**src/include/tile_cfg.svh**
```systemverilog
`ifndef TILE_CFG_SVH
`define TILE_CFG_SVH

// ~~~~~~~~~~~~~~~~~~~~
// tile geometry
// ~~~~~~~~~~~~~~~~~~~~

`define TILE_SIDES 4   // north, east, south, west
`define TILE_TRACKS 4  // per side and direction

// ~~~~~~~~~~~~~~~~~~~~
// configuration bus
// ~~~~~~~~~~~~~~~~~~~~

`define CFG_ADDR_W 32
`define CFG_DATA_W 32

// lower address half carries the tile id, upper half the target
`define TILE_ID_W (`CFG_ADDR_W / 2)

// register widths derived from the geometry
`define CB_SEL_W $clog2(2 * `TILE_TRACKS)           // one of in + out tracks
`define SB_SEL_W (2 * `TILE_SIDES * `TILE_TRACKS)   // 2 bits per outgoing track

`endif
```
**src/verilog/tile_pkg.sv**
```systemverilog
`include "tile_cfg.svh"

package tile_pkg;

	// one bit per track on each side
	typedef struct packed {
		logic [`TILE_TRACKS-1:0] north;
		logic [`TILE_TRACKS-1:0] east;
		logic [`TILE_TRACKS-1:0] south;
		logic [`TILE_TRACKS-1:0] west;
	} side_tracks_t;

	typedef enum logic [`CFG_ADDR_W-`TILE_ID_W-1:0] {
		CFG_CLB = 4,
		CFG_CB1 = 5,
		CFG_CB0 = 6,
		CFG_SB  = 7
	} cfg_target_e;

	typedef enum logic [1:0] {
		CLB_AND,
		CLB_OR,
		CLB_XOR,
		CLB_NAND
	} clb_op_e;

	// source of an outgoing track, sides counted clockwise from the output side
	typedef enum logic [1:0] {
		SB_PE,
		SB_NEXT,
		SB_OPP,
		SB_PREV
	} sb_sel_e;

	localparam logic [1:0] AXI_OKAY   = 2'b00;
	localparam logic [1:0] AXI_SLVERR = 2'b10;

	typedef struct packed {
		logic                   sb_en;
		logic                   cb0_en;
		logic                   cb1_en;
		logic                   clb_en;
		logic [`CFG_DATA_W-1:0] data;
	} cfg_write_t;

	typedef struct packed {
		logic [`SB_SEL_W-1:0] sb;
		logic [`CB_SEL_W-1:0] cb0;
		logic [`CB_SEL_W-1:0] cb1;
		clb_op_e              clb;
	} cfg_readback_t;

	typedef struct packed {
		logic                   awvalid;
		logic [`CFG_ADDR_W-1:0] awaddr;
		logic                   wvalid;
		logic [`CFG_DATA_W-1:0] wdata;
		logic                   bready;
		logic                   arvalid;
		logic [`CFG_ADDR_W-1:0] araddr;
		logic                   rready;
	} axil_req_t;

	typedef struct packed {
		logic                   awready;
		logic                   wready;
		logic                   bvalid;
		logic [1:0]             bresp;
		logic                   arready;
		logic                   rvalid;
		logic [`CFG_DATA_W-1:0] rdata;
		logic [1:0]             rresp;
	} axil_rsp_t;

endpackage

```
**src/verilog/pe_tile_top.sv**
```systemverilog
`timescale 1ns/1ps
`include "tile_cfg.svh"

module pe_tile_top (
	input  logic                   clk,
	input  logic                   arst_n,
	input  logic [`TILE_ID_W-1:0]  tile_id,
	input  tile_pkg::axil_req_t    axil_req,
	output tile_pkg::axil_rsp_t    axil_rsp,
	input  tile_pkg::side_tracks_t track_in,
	output tile_pkg::side_tracks_t track_out
);
	import tile_pkg::*;

	cfg_write_t cfg_wr;
	cfg_readback_t cfg_rb;

	logic op_a;  // from north connect box
	logic op_b;  // from east connect box
	logic pe_out;

	// ~~~~~~~~~~~~~~~~~~~~
	// configuration
	// ~~~~~~~~~~~~~~~~~~~~

	tile_config_ctrl ctrl0 (
		.clk      (clk),
		.arst_n   (arst_n),
		.tile_id  (tile_id),
		.axil_req (axil_req),
		.axil_rsp (axil_rsp),
		.cfg_wr   (cfg_wr),
		.cfg_rb   (cfg_rb)
	);

	// ~~~~~~~~~~~~~~~~~~~~
	// datapath
	// ~~~~~~~~~~~~~~~~~~~~

	switch_box sb0 (
		.clk       (clk),
		.arst_n    (arst_n),
		.cfg_wr    (cfg_wr),
		.track_in  (track_in),
		.pe_out    (pe_out),
		.track_out (track_out),
		.cfg_q     (cfg_rb.sb)
	);

	connect_box cb0 (
		.clk      (clk),
		.arst_n   (arst_n),
		.cfg_en   (cfg_wr.cb0_en),
		.cfg_data (cfg_wr.data[`CB_SEL_W-1:0]),
		.side_in  (track_in.north),
		.side_out (track_out.north),
		.operand  (op_a),
		.cfg_q    (cfg_rb.cb0)
	);

	connect_box cb1 (
		.clk      (clk),
		.arst_n   (arst_n),
		.cfg_en   (cfg_wr.cb1_en),
		.cfg_data (cfg_wr.data[`CB_SEL_W-1:0]),
		.side_in  (track_in.east),
		.side_out (track_out.east),
		.operand  (op_b),
		.cfg_q    (cfg_rb.cb1)
	);

	clb clb0 (
		.clk      (clk),
		.arst_n   (arst_n),
		.cfg_en   (cfg_wr.clb_en),
		.cfg_data (clb_op_e'(cfg_wr.data[$bits(clb_op_e)-1:0])),
		.op_a     (op_a),
		.op_b     (op_b),
		.pe_out   (pe_out),
		.op_q     (cfg_rb.clb)
	);

endmodule

```
**src/verilog/clb.sv**
```systemverilog
`timescale 1ns/1ps
`include "tile_cfg.svh"

module clb (
	input  logic              clk,
	input  logic              arst_n,
	input  logic              cfg_en,
	input  tile_pkg::clb_op_e cfg_data,
	input  logic              op_a,
	input  logic              op_b,
	output logic              pe_out,
	output tile_pkg::clb_op_e op_q
);
	import tile_pkg::*;

	logic result;

	always_comb begin
		case (op_q)
			CLB_AND: result = op_a & op_b;
			CLB_OR:  result = op_a | op_b;
			CLB_XOR: result = op_a ^ op_b;
			default: result = ~(op_a & op_b);  // nand
		endcase
	end

	always_ff @(posedge clk or negedge arst_n) begin
		if (!arst_n) begin
			op_q <= CLB_AND;
		end else if (cfg_en) begin
			op_q <= cfg_data;
		end
	end

	// registered so the switch box never closes a loop through the pe
	always_ff @(posedge clk or negedge arst_n) begin
		if (!arst_n) begin
			pe_out <= 1'b0;
		end else begin
			pe_out <= result;
		end
	end

endmodule

```
**src/verilog/connect_box.sv**
```systemverilog
`timescale 1ns/1ps
`include "tile_cfg.svh"

module connect_box (
	input  logic                   clk,
	input  logic                   arst_n,
	input  logic                   cfg_en,
	input  logic [`CB_SEL_W-1:0]   cfg_data,
	input  logic [`TILE_TRACKS-1:0] side_in,
	input  logic [`TILE_TRACKS-1:0] side_out,
	output logic                   operand,
	output logic [`CB_SEL_W-1:0]   cfg_q
);

	logic [2*`TILE_TRACKS-1:0] tracks;

	// selects 0-3 take incoming tracks, 4-7 the outgoing ones
	assign tracks = {side_out, side_in};

	always_ff @(posedge clk or negedge arst_n) begin
		if (!arst_n) begin
			cfg_q <= '0;  // incoming track 0
		end else if (cfg_en) begin
			cfg_q <= cfg_data;
		end
	end

	assign operand = tracks[cfg_q];

endmodule

```
**src/verilog/switch_box.sv**
```systemverilog
`timescale 1ns/1ps
`include "tile_cfg.svh"

module switch_box (
	input  logic                   clk,
	input  logic                   arst_n,
	input  tile_pkg::cfg_write_t   cfg_wr,
	input  tile_pkg::side_tracks_t track_in,
	input  logic                   pe_out,
	output tile_pkg::side_tracks_t track_out,
	output logic [`SB_SEL_W-1:0]   cfg_q
);
	import tile_pkg::*;

	// indexed north 0, east 1, south 2, west 3
	logic [`TILE_SIDES-1:0][`TILE_TRACKS-1:0] in_side;
	logic [`TILE_SIDES-1:0][`TILE_TRACKS-1:0] out_side;

	function automatic logic route(
		input sb_sel_e sel,
		input logic    pe,
		input logic    nxt,
		input logic    opp,
		input logic    prv
	);
		case (sel)
			SB_PE:   return pe;
			SB_NEXT: return nxt;
			SB_OPP:  return opp;
			default: return prv;  // SB_PREV
		endcase
	endfunction

	// reset value routes every output from the pe
	always_ff @(posedge clk or negedge arst_n) begin
		if (!arst_n) begin
			cfg_q <= '0;
		end else if (cfg_wr.sb_en) begin
			cfg_q <= cfg_wr.data;
		end
	end

	assign in_side[0] = track_in.north;
	assign in_side[1] = track_in.east;
	assign in_side[2] = track_in.south;
	assign in_side[3] = track_in.west;

	// ~~~~~~~~~~~~~~~~~~~~
	// routing
	// ~~~~~~~~~~~~~~~~~~~~

	for (genvar s = 0; s < `TILE_SIDES; s++) begin : g_side
		for (genvar t = 0; t < `TILE_TRACKS; t++) begin : g_track
			sb_sel_e sel;

			assign sel = sb_sel_e'(cfg_q[2*(s*`TILE_TRACKS+t) +: 2]);

			// same track number on the chosen side
			assign out_side[s][t] = route(
				sel,
				pe_out,
				in_side[(s+1) % `TILE_SIDES][t],
				in_side[(s+2) % `TILE_SIDES][t],
				in_side[(s+3) % `TILE_SIDES][t]
			);
		end
	end

	assign track_out.north = out_side[0];
	assign track_out.east = out_side[1];
	assign track_out.south = out_side[2];
	assign track_out.west = out_side[3];

endmodule

```
**src/verilog/tile_config_ctrl.sv**
```systemverilog
`timescale 1ns/1ps
`include "tile_cfg.svh"

module tile_config_ctrl (
	input  logic                    clk,
	input  logic                    arst_n,
	input  logic [`TILE_ID_W-1:0]   tile_id,
	input  tile_pkg::axil_req_t     axil_req,
	output tile_pkg::axil_rsp_t     axil_rsp,
	output tile_pkg::cfg_write_t    cfg_wr,
	input  tile_pkg::cfg_readback_t cfg_rb
);
	import tile_pkg::*;

	typedef enum logic {
		ST_IDLE,
		ST_RESP
	} ch_state_e;

	ch_state_e wr_state;
	ch_state_e rd_state;

	cfg_target_e aw_target;
	cfg_target_e ar_target;
	logic aw_mine;
	logic ar_mine;
	logic wr_accept;
	logic rd_accept;

	logic [1:0] bresp_q;
	logic [1:0] rresp_q;
	logic [`CFG_DATA_W-1:0] rdata_q;
	logic [`CFG_DATA_W-1:0] rd_mux;

	// unknown targets get SLVERR whatever the tile id
	function automatic logic [1:0] target_resp(input cfg_target_e t);
		case (t)
			CFG_SB, CFG_CB0, CFG_CB1, CFG_CLB: return AXI_OKAY;
			default: return AXI_SLVERR;
		endcase
	endfunction

	// ~~~~~~~~~~~~~~~~~~~~
	// address decode
	// ~~~~~~~~~~~~~~~~~~~~

	assign aw_target = cfg_target_e'(axil_req.awaddr[`CFG_ADDR_W-1:`TILE_ID_W]);
	assign ar_target = cfg_target_e'(axil_req.araddr[`CFG_ADDR_W-1:`TILE_ID_W]);
	assign aw_mine = axil_req.awaddr[`TILE_ID_W-1:0] == tile_id;
	assign ar_mine = axil_req.araddr[`TILE_ID_W-1:0] == tile_id;

	// address and data are taken in the same cycle
	assign wr_accept = (wr_state == ST_IDLE) && axil_req.awvalid && axil_req.wvalid;
	assign rd_accept = (rd_state == ST_IDLE) && axil_req.arvalid;

	always_comb begin
		axil_rsp.awready = wr_accept;
		axil_rsp.wready = wr_accept;
		axil_rsp.bvalid = wr_state == ST_RESP;
		axil_rsp.bresp = bresp_q;
		axil_rsp.arready = rd_state == ST_IDLE;
		axil_rsp.rvalid = rd_state == ST_RESP;
		axil_rsp.rdata = rdata_q;
		axil_rsp.rresp = rresp_q;
	end

	// one enable for one cycle, writes to other tiles fall through
	always_comb begin
		cfg_wr = '0;
		cfg_wr.data = axil_req.wdata;
		if (wr_accept && aw_mine) begin
			case (aw_target)
				CFG_SB:  cfg_wr.sb_en = 1'b1;
				CFG_CB0: cfg_wr.cb0_en = 1'b1;
				CFG_CB1: cfg_wr.cb1_en = 1'b1;
				CFG_CLB: cfg_wr.clb_en = 1'b1;
				default: ;
			endcase
		end
	end

	always_comb begin
		rd_mux = '0;  // other tile or bad target
		if (ar_mine) begin
			case (ar_target)
				CFG_SB:  rd_mux = cfg_rb.sb;
				CFG_CB0: rd_mux[`CB_SEL_W-1:0] = cfg_rb.cb0;
				CFG_CB1: rd_mux[`CB_SEL_W-1:0] = cfg_rb.cb1;
				CFG_CLB: rd_mux[$bits(clb_op_e)-1:0] = cfg_rb.clb;
				default: ;
			endcase
		end
	end

	// ~~~~~~~~~~~~~~~~~~~~
	// response channels
	// ~~~~~~~~~~~~~~~~~~~~

	always_ff @(posedge clk or negedge arst_n) begin
		if (!arst_n) begin
			wr_state <= ST_IDLE;
			rd_state <= ST_IDLE;
		end else begin
			case (wr_state)
				ST_IDLE: if (wr_accept) wr_state <= ST_RESP;
				default: if (axil_req.bready) wr_state <= ST_IDLE;
			endcase
			case (rd_state)
				ST_IDLE: if (rd_accept) rd_state <= ST_RESP;
				default: if (axil_req.rready) rd_state <= ST_IDLE;
			endcase
		end
	end

	// held while the response waits
	always_ff @(posedge clk) begin
		if (wr_accept) begin
			bresp_q <= target_resp(aw_target);
		end
		if (rd_accept) begin
			rresp_q <= target_resp(ar_target);
			rdata_q <= rd_mux;
		end
	end

endmodule

```
**config.mk**
```make
export PLATFORM = sky130hd
export DESIGN_NAME = pe_tile_top
export DESIGN_NICKNAME = d
export VERILOG_FILES = /design/src/verilog/tile_pkg.sv /design/src/verilog/pe_tile_top.sv /design/src/verilog/clb.sv /design/src/verilog/connect_box.sv /design/src/verilog/switch_box.sv /design/src/verilog/tile_config_ctrl.sv
export VERILOG_INCLUDE_DIRS = /design/src /design/src/include
export SDC_FILE = /design/constraint.sdc
export NUM_CORES = 1
export LEC_CHECK = 0
export BUFFER_PORTS_ARGS = -buffer_cell sky130_fd_sc_hd__buf_2
export CAP_MARGIN = 0
export CELL_PAD_IN_SITES_DETAIL_PLACEMENT = 1
export CELL_PAD_IN_SITES_GLOBAL_PLACEMENT = 2
export CORE_MARGIN = 2
export CORE_UTILIZATION = 32
export DETAILED_ROUTE_END_ITERATION = 7
export PLACE_DENSITY = 0.87
export SYNTH_ARGS = -nofsm -noshare
export SYNTH_HDL_FRONTEND = slang
export SYNTH_HIERARCHICAL = 1
export SYNTH_SLANG_ARGS = --single-unit
```
**constraint.sdc**
```tcl
create_clock -name clk -period 4.9 [get_ports clk]
set_input_delay 0.49 -clock clk [delete_from_list [all_inputs] [get_ports clk]]
set_output_delay 0.49 -clock clk [all_outputs]
set_load 0.1 [all_outputs]
```
After elaboration in Yosys (flattened, before gate mapping)
Index checks and enable logic that the tools add are counted.

cells by class
  muxes and demuxes = 36
  bitwise logic cells = 6
  reduce and logical (&&, ||, !) cells = 24
  div/mod/pow operators = 0
  eq/ne operators = 44
  shifts and indexed selects = 0
  $mul = 0
  magnitude comparators = 2
  $add $sub $neg = 0

operator list
  cell                                                                          number
  16-bit by 3-bit equality test with 1-bit output, second input constant        8
  1-bit one-hot mux with 3 select lines                                         18
  2-bit by 1-bit equality test with 1-bit output, second input constant         17
  2-bit equality test, second input constant                                    17
  2-bit zero test                                                               17
  16-bit equality test                                                          2
  1-bit two-way mux                                                             12
  3-bit by 4-bit less-than comparator with 1-bit output, second input constant  2
  2-bit one-hot mux with 4 select lines                                         1
  4-bit OR reduction                                                            2
  1-bit binary-select mux with 3-bit select                                     2
  1-bit logical AND                                                             4
  2-bit two-way mux                                                             2
  4-bit two-way mux                                                             1
  1-bit inverter                                                                3
  2-bit AND reduction                                                           1
  1-bit bitwise AND                                                             1
  1-bit OR                                                                      1
  1-bit bitwise XOR                                                             1

storage, ports and cells
  bits in registers = 79
  memories = 0
  bits in writable memories = 0
  word-level logic and storage cells = 123
  bits in latches = 0
  ROM bits = 0

Longest topological paths before layout
  depth in word-level cells = 7
  mapped depth = 9

Modules after synthesis
Netlist, hierarchy kept.

modules (own cells, without submodules)
  module            times used  cells an instance  sequential area each (µm²)  area an instance (µm²)
  tile_config_ctrl  1           222                1,071.0                     2,255.9
  switch_box        1           85                 800.8                       1,594.0
  connect_box       2           9                  75.1                        172.7
  clb               1           17                 75.1                        167.7

Worst setup path after synthesis
Ideal clock, no wire load.

  path kind = reg2reg
  start = reg clb0.pe_out
  end = reg clb0.pe_out
  arrival = 2,696 ps
  library setup time = 129 ps
  period minus slack after synthesis = 2,826 ps
  data required time = 4,771 ps
  path buffers = 1
  slack = 2,074 ps
  stages on the path, launching flop included = 10
  cell sequence = dfrtp_1 -> buf_6 -> mux4_2 -> mux4_1 -> mux2_2 -> inv_1 -> ha_1 -> and2b_2 -> o22ai_1 -> o22ai_1

RTL lines
  what                    RTL line   source
  from (decl)             clb.sv:11  output logic pe_out,
  from (signal assigned)  clb.sv:40  pe_out <= result;

Worst setup path in the final report
  start = reg clb0.pe_out
  end = reg clb0.pe_out

on the way
  cells in the longest elaborated chain, start to end = 6

ends and longest elaborated chain
  what                                           RTL line              source
  1-bit one-hot mux with 3 select lines          switch_box.sv:26      case (sel)
  1-bit binary-select mux with 3-bit select (*)  connect_box.sv:28     assign operand = tracks[cfg_q];
  1-bit two-way mux (implied by the code) (*)    connect_box.sv:28
  named net op_b                                 pe_tile_top.sv:19     logic op_b;
  1-bit bitwise AND                              clb.sv:20, clb.sv:23
  1-bit inverter                                 clb.sv:23             default: result = ~(op_a & op_b);
  1-bit one-hot mux with 3 select lines (*)      clb.sv:19             case (op_q)
  named net clb0.result                          clb.sv:16             logic result;

The timed path passes the listed nets; every way through them passes the cells marked *. The select of a mux whose other input is x is not followed.
A chain may end at the register's enable or synchronous reset.

==> results.json <==
{
  "dpl.cell_count": 659,
  "synth.most_common_cell": "dfrtp_1",
  "yosysWarnings": 6,
  "regArea_um2": 2097,
  "wl_mm": 13.00,
  "firstDrtPassIters": 4,
  "grt_use_total_pct": 18.52,
  "endpoint": "clb0/pe_out",
  "die_area_um2": 14580,
  "grt_pass1_wl_mm": 20.08,
  "max_slew_margin_pct": 28.61,
  "synthDistinctLibCells": 37,
  "irDropWorstVdd_mv": 0.1382,
  "num_vias": 3316,
  "total_power_uw": 1800,
  "critPathMaxStageDelay_ps": 560,
  "dpl_cell_area_um2": 5197,
  "cp.arrival_ps": 2930,
  "cap_violations": 0,
  "synth.yosys.seq_area_share_pct": 48.06,
  "hold_viol": 0,
  "tightest_slew_ps": 1071,
  "coreArea_um2": 13300,
  "grt_overflow": 0,
  "first_global_vias": 3664,
  "crit_family": "multiplexers",
  "gp_congestion": 0.8973,
  "slowest_stage": "mux4_2",
  "fin_nets": 631,
  "ant_nets": 0,
  "ys_top_cells_by_area": "dfrtp_1, edfxtp_1, mux2_2",
  "rr_worst_depth": 8,
  "tns_ps": 0,
  "synth_edf_count": 34,
  "syn_area_um2": 4363,
  "ys.flop_type": "dfrtp_1",
  "fin_crit_sh_pct": 55.48,
  "power.leakage_uw": 0.002440,
  "clkSlewWorstSetupHoldPaths_ps": 60,
  "yosysTopAreaCellShare_pct": 24.66,
  "cts_buffer_depth": 2,
  "syn_avg_cell_area_um2": 12.76,
  "netlist_instances": 342,
  "p_per_area_nw_per_um2": 327.2,
  "ys_ff_latch": 77,
  "maxSlewViolCount": 0,
  "cp_num_buf_inv": 1,
  "startpoint": "clb0/pe_out",
  "cts_sinks": 77,
  "fin_area_um2": 5502,
  "initial_core_util_pct": 32.82,
  "critical_path_depth": 8,
  "r2r-start": "clb0/pe_out",
  "hold_path.class": "in2reg",
  "dieWidth_um": 120.8,
  "cpMostUsedCell": "o22ai_1",
  "io_buffers": 189,
  "synth_area_leader_cell": "dfrtp_1",
  "layout-drive-gt1-share_pct": 51.10,
  "setup_violations": 0,
  "finClkSkew_ps": 5.383,
  "syn_to_final_growth_pct": 26.10,
  "fmax_ghz": 0.3678,
  "drc_errors": 0,
  "first_iter_violations": 206,
  "grt_start_max_net_pins": 44,
  "cts_tree": "yes",
  "critPathKind": "reg2reg",
  "cp.required_ps": 5110,
  "wl_per_cell_um": 19.21,
  "cp_cell_sequence": "mux4_2 > mux4_1 > mux2_2 > inv_1 > ha_1 > and2b_2 > o22ai_1 > o22ai_1",
  "post_cts_buffers": 0,
  "end_kind": "flop",
  "fillerInstances": 1491,
  "netlist_top_cells_count": "dfrtp_1, buf_4, nor3_1",
  "row_count": 42,
  "reg2reg_slack_ps": 2180,
  "cts_buffers": 9,
  "final_cells": 677,
  "hp-start": "axil_req[0]",
  "ctsResizeCount": 0,
  "worstReg2RegEnd": "clb0/pe_out",
  "layout_min_cycle_time_ps": 2719,
  "ys_async_sr_fraction_pct": 55.84,
  "die_y_um": 120.8,
  "crit_path_start_kind": "flop",
  "multiInputGateArea_um2": 1878,
  "antenna_found_initial": 3,
  "rsz0062_at_grt": "no",
  "ios": 192,
  "root_buffer": "clkbuf_16",
  "place_ws_ps": 2143,
  "drt-vias-per-instance": 4.898,
  "hold_buffers": 0,
  "clk_latency_ps": 330,
  "setup_ws_ps": 2181,
  "outcome": "finished, final reports clean",
  "path_max_fanout": 16,
  "place_hpwl_mm": 10.53,
  "cts_htree_levels": 3
}
-- metrics by stage --
step | hold slack, ps | utilization, %
5_1_grt | 328.5 | 41.36
6_report | 321.4 | 41.38
3_5_place_dp | 541.0 | 39.09
4_1_cts | 311.1 | 41.34
2_1_floorplan | 194.4 | -
3_3_place_gp | 524.8 | 39.09
-- where the power goes --
part	total, uW	switching, uW	leakage (uW)	internal, uW
clock network	663	238	0.000144	424
logic	431	336	0.00138	94.9
registers	707	9.33	0.000917	697
-- layout by cell type, fill, tap and decap left out, types with 3 or more instances in the layout --
| master | n |
|---|---|
| nor2_1 | 4 |
| mux2_2 | 34 |
| clkbuf_16 | 10 |
| xnor2_1 | 5 |
| xor2_1 | 25 |
| dfrtp_1 | 43 |
| o22ai_1 | 3 |
| nand2_1 | 34 |
| mux4_1 | 10 |
| mux4_2 | 12 |
| nor3_1 | 34 |
| buf_2 | 189 |
| nand4_1 | 5 |
| inv_1 | 9 |
| clkbuf_1 | 4 |
| buf_4 | 3 |
| mux2_1 | 8 |
| nor4_1 | 7 |
| edfxtp_1 | 34 |
-- sequential cells by signal, indices dropped and copies added (netlist names) --
| signal | flops |
|---|---|
| ctrl0/rresp_q | 1 |
| sb0/cfg_q | 32 |
| ctrl0/rd_state | 1 |
| ctrl0/bresp_q | 1 |
| cb0/cfg_q | 3 |
| cb1/cfg_q | 3 |
| clb0/op_q | 2 |
| ctrl0/rdata_q | 32 |
| clb0/pe_out | 1 |
| ctrl0/wr_state | 1 |
-- metal layers --
layer	up-vias	GRT usage, %	part of all wire, %
li1	1531	-	-
met1	1620	21.71	39
met2	143	32.70	51
met3	20	4.340	6.8
met4	2	7.195	2.6
met5	-	0	0.054
-- cell type report --
type	instances	area share [%]
multi-input cells	205	34.14
clock inverters	2	0.6141
clock buffers	14	4.821
diodes	2	0.09097
inverters	9	0.6141
repair buffers	192	17.60
well taps	176	4.003
flip-flops and latches	77	38.12
-- cells by family (layout without fill, tap and decap cells) --
family                     count (synthesis)  in the layout  share of synthesized area (%)
buffers and inverters                     61            217                          9.263
adders and majority gates                  2              2                         0.5735
xor gates and xnor gates                  30             30                          6.022
muxes                                     64             64                          23.06
DFF                                       77             77                          48.06
and+or+nand+nor                           98             98                          11.61
other                                      1              4                        0.08595
AOI/OAI and AO/OA                          9              9                          1.319
-- how the worst min path moves through the flow --
stage	to	slack [ps]	cells after the start
final	ctrl0/rd_state	320	2
after global routing	ctrl0/rd_state	330	2
after CTS	ctrl0/rd_state	310	2
after detailed placement	sb0/cfg_q[4]	540	1
after global placement	sb0/cfg_q[23]	520	1
after floorplan	cb0/cfg_q[0]	190	0
(Power assumes the default switching activity.)
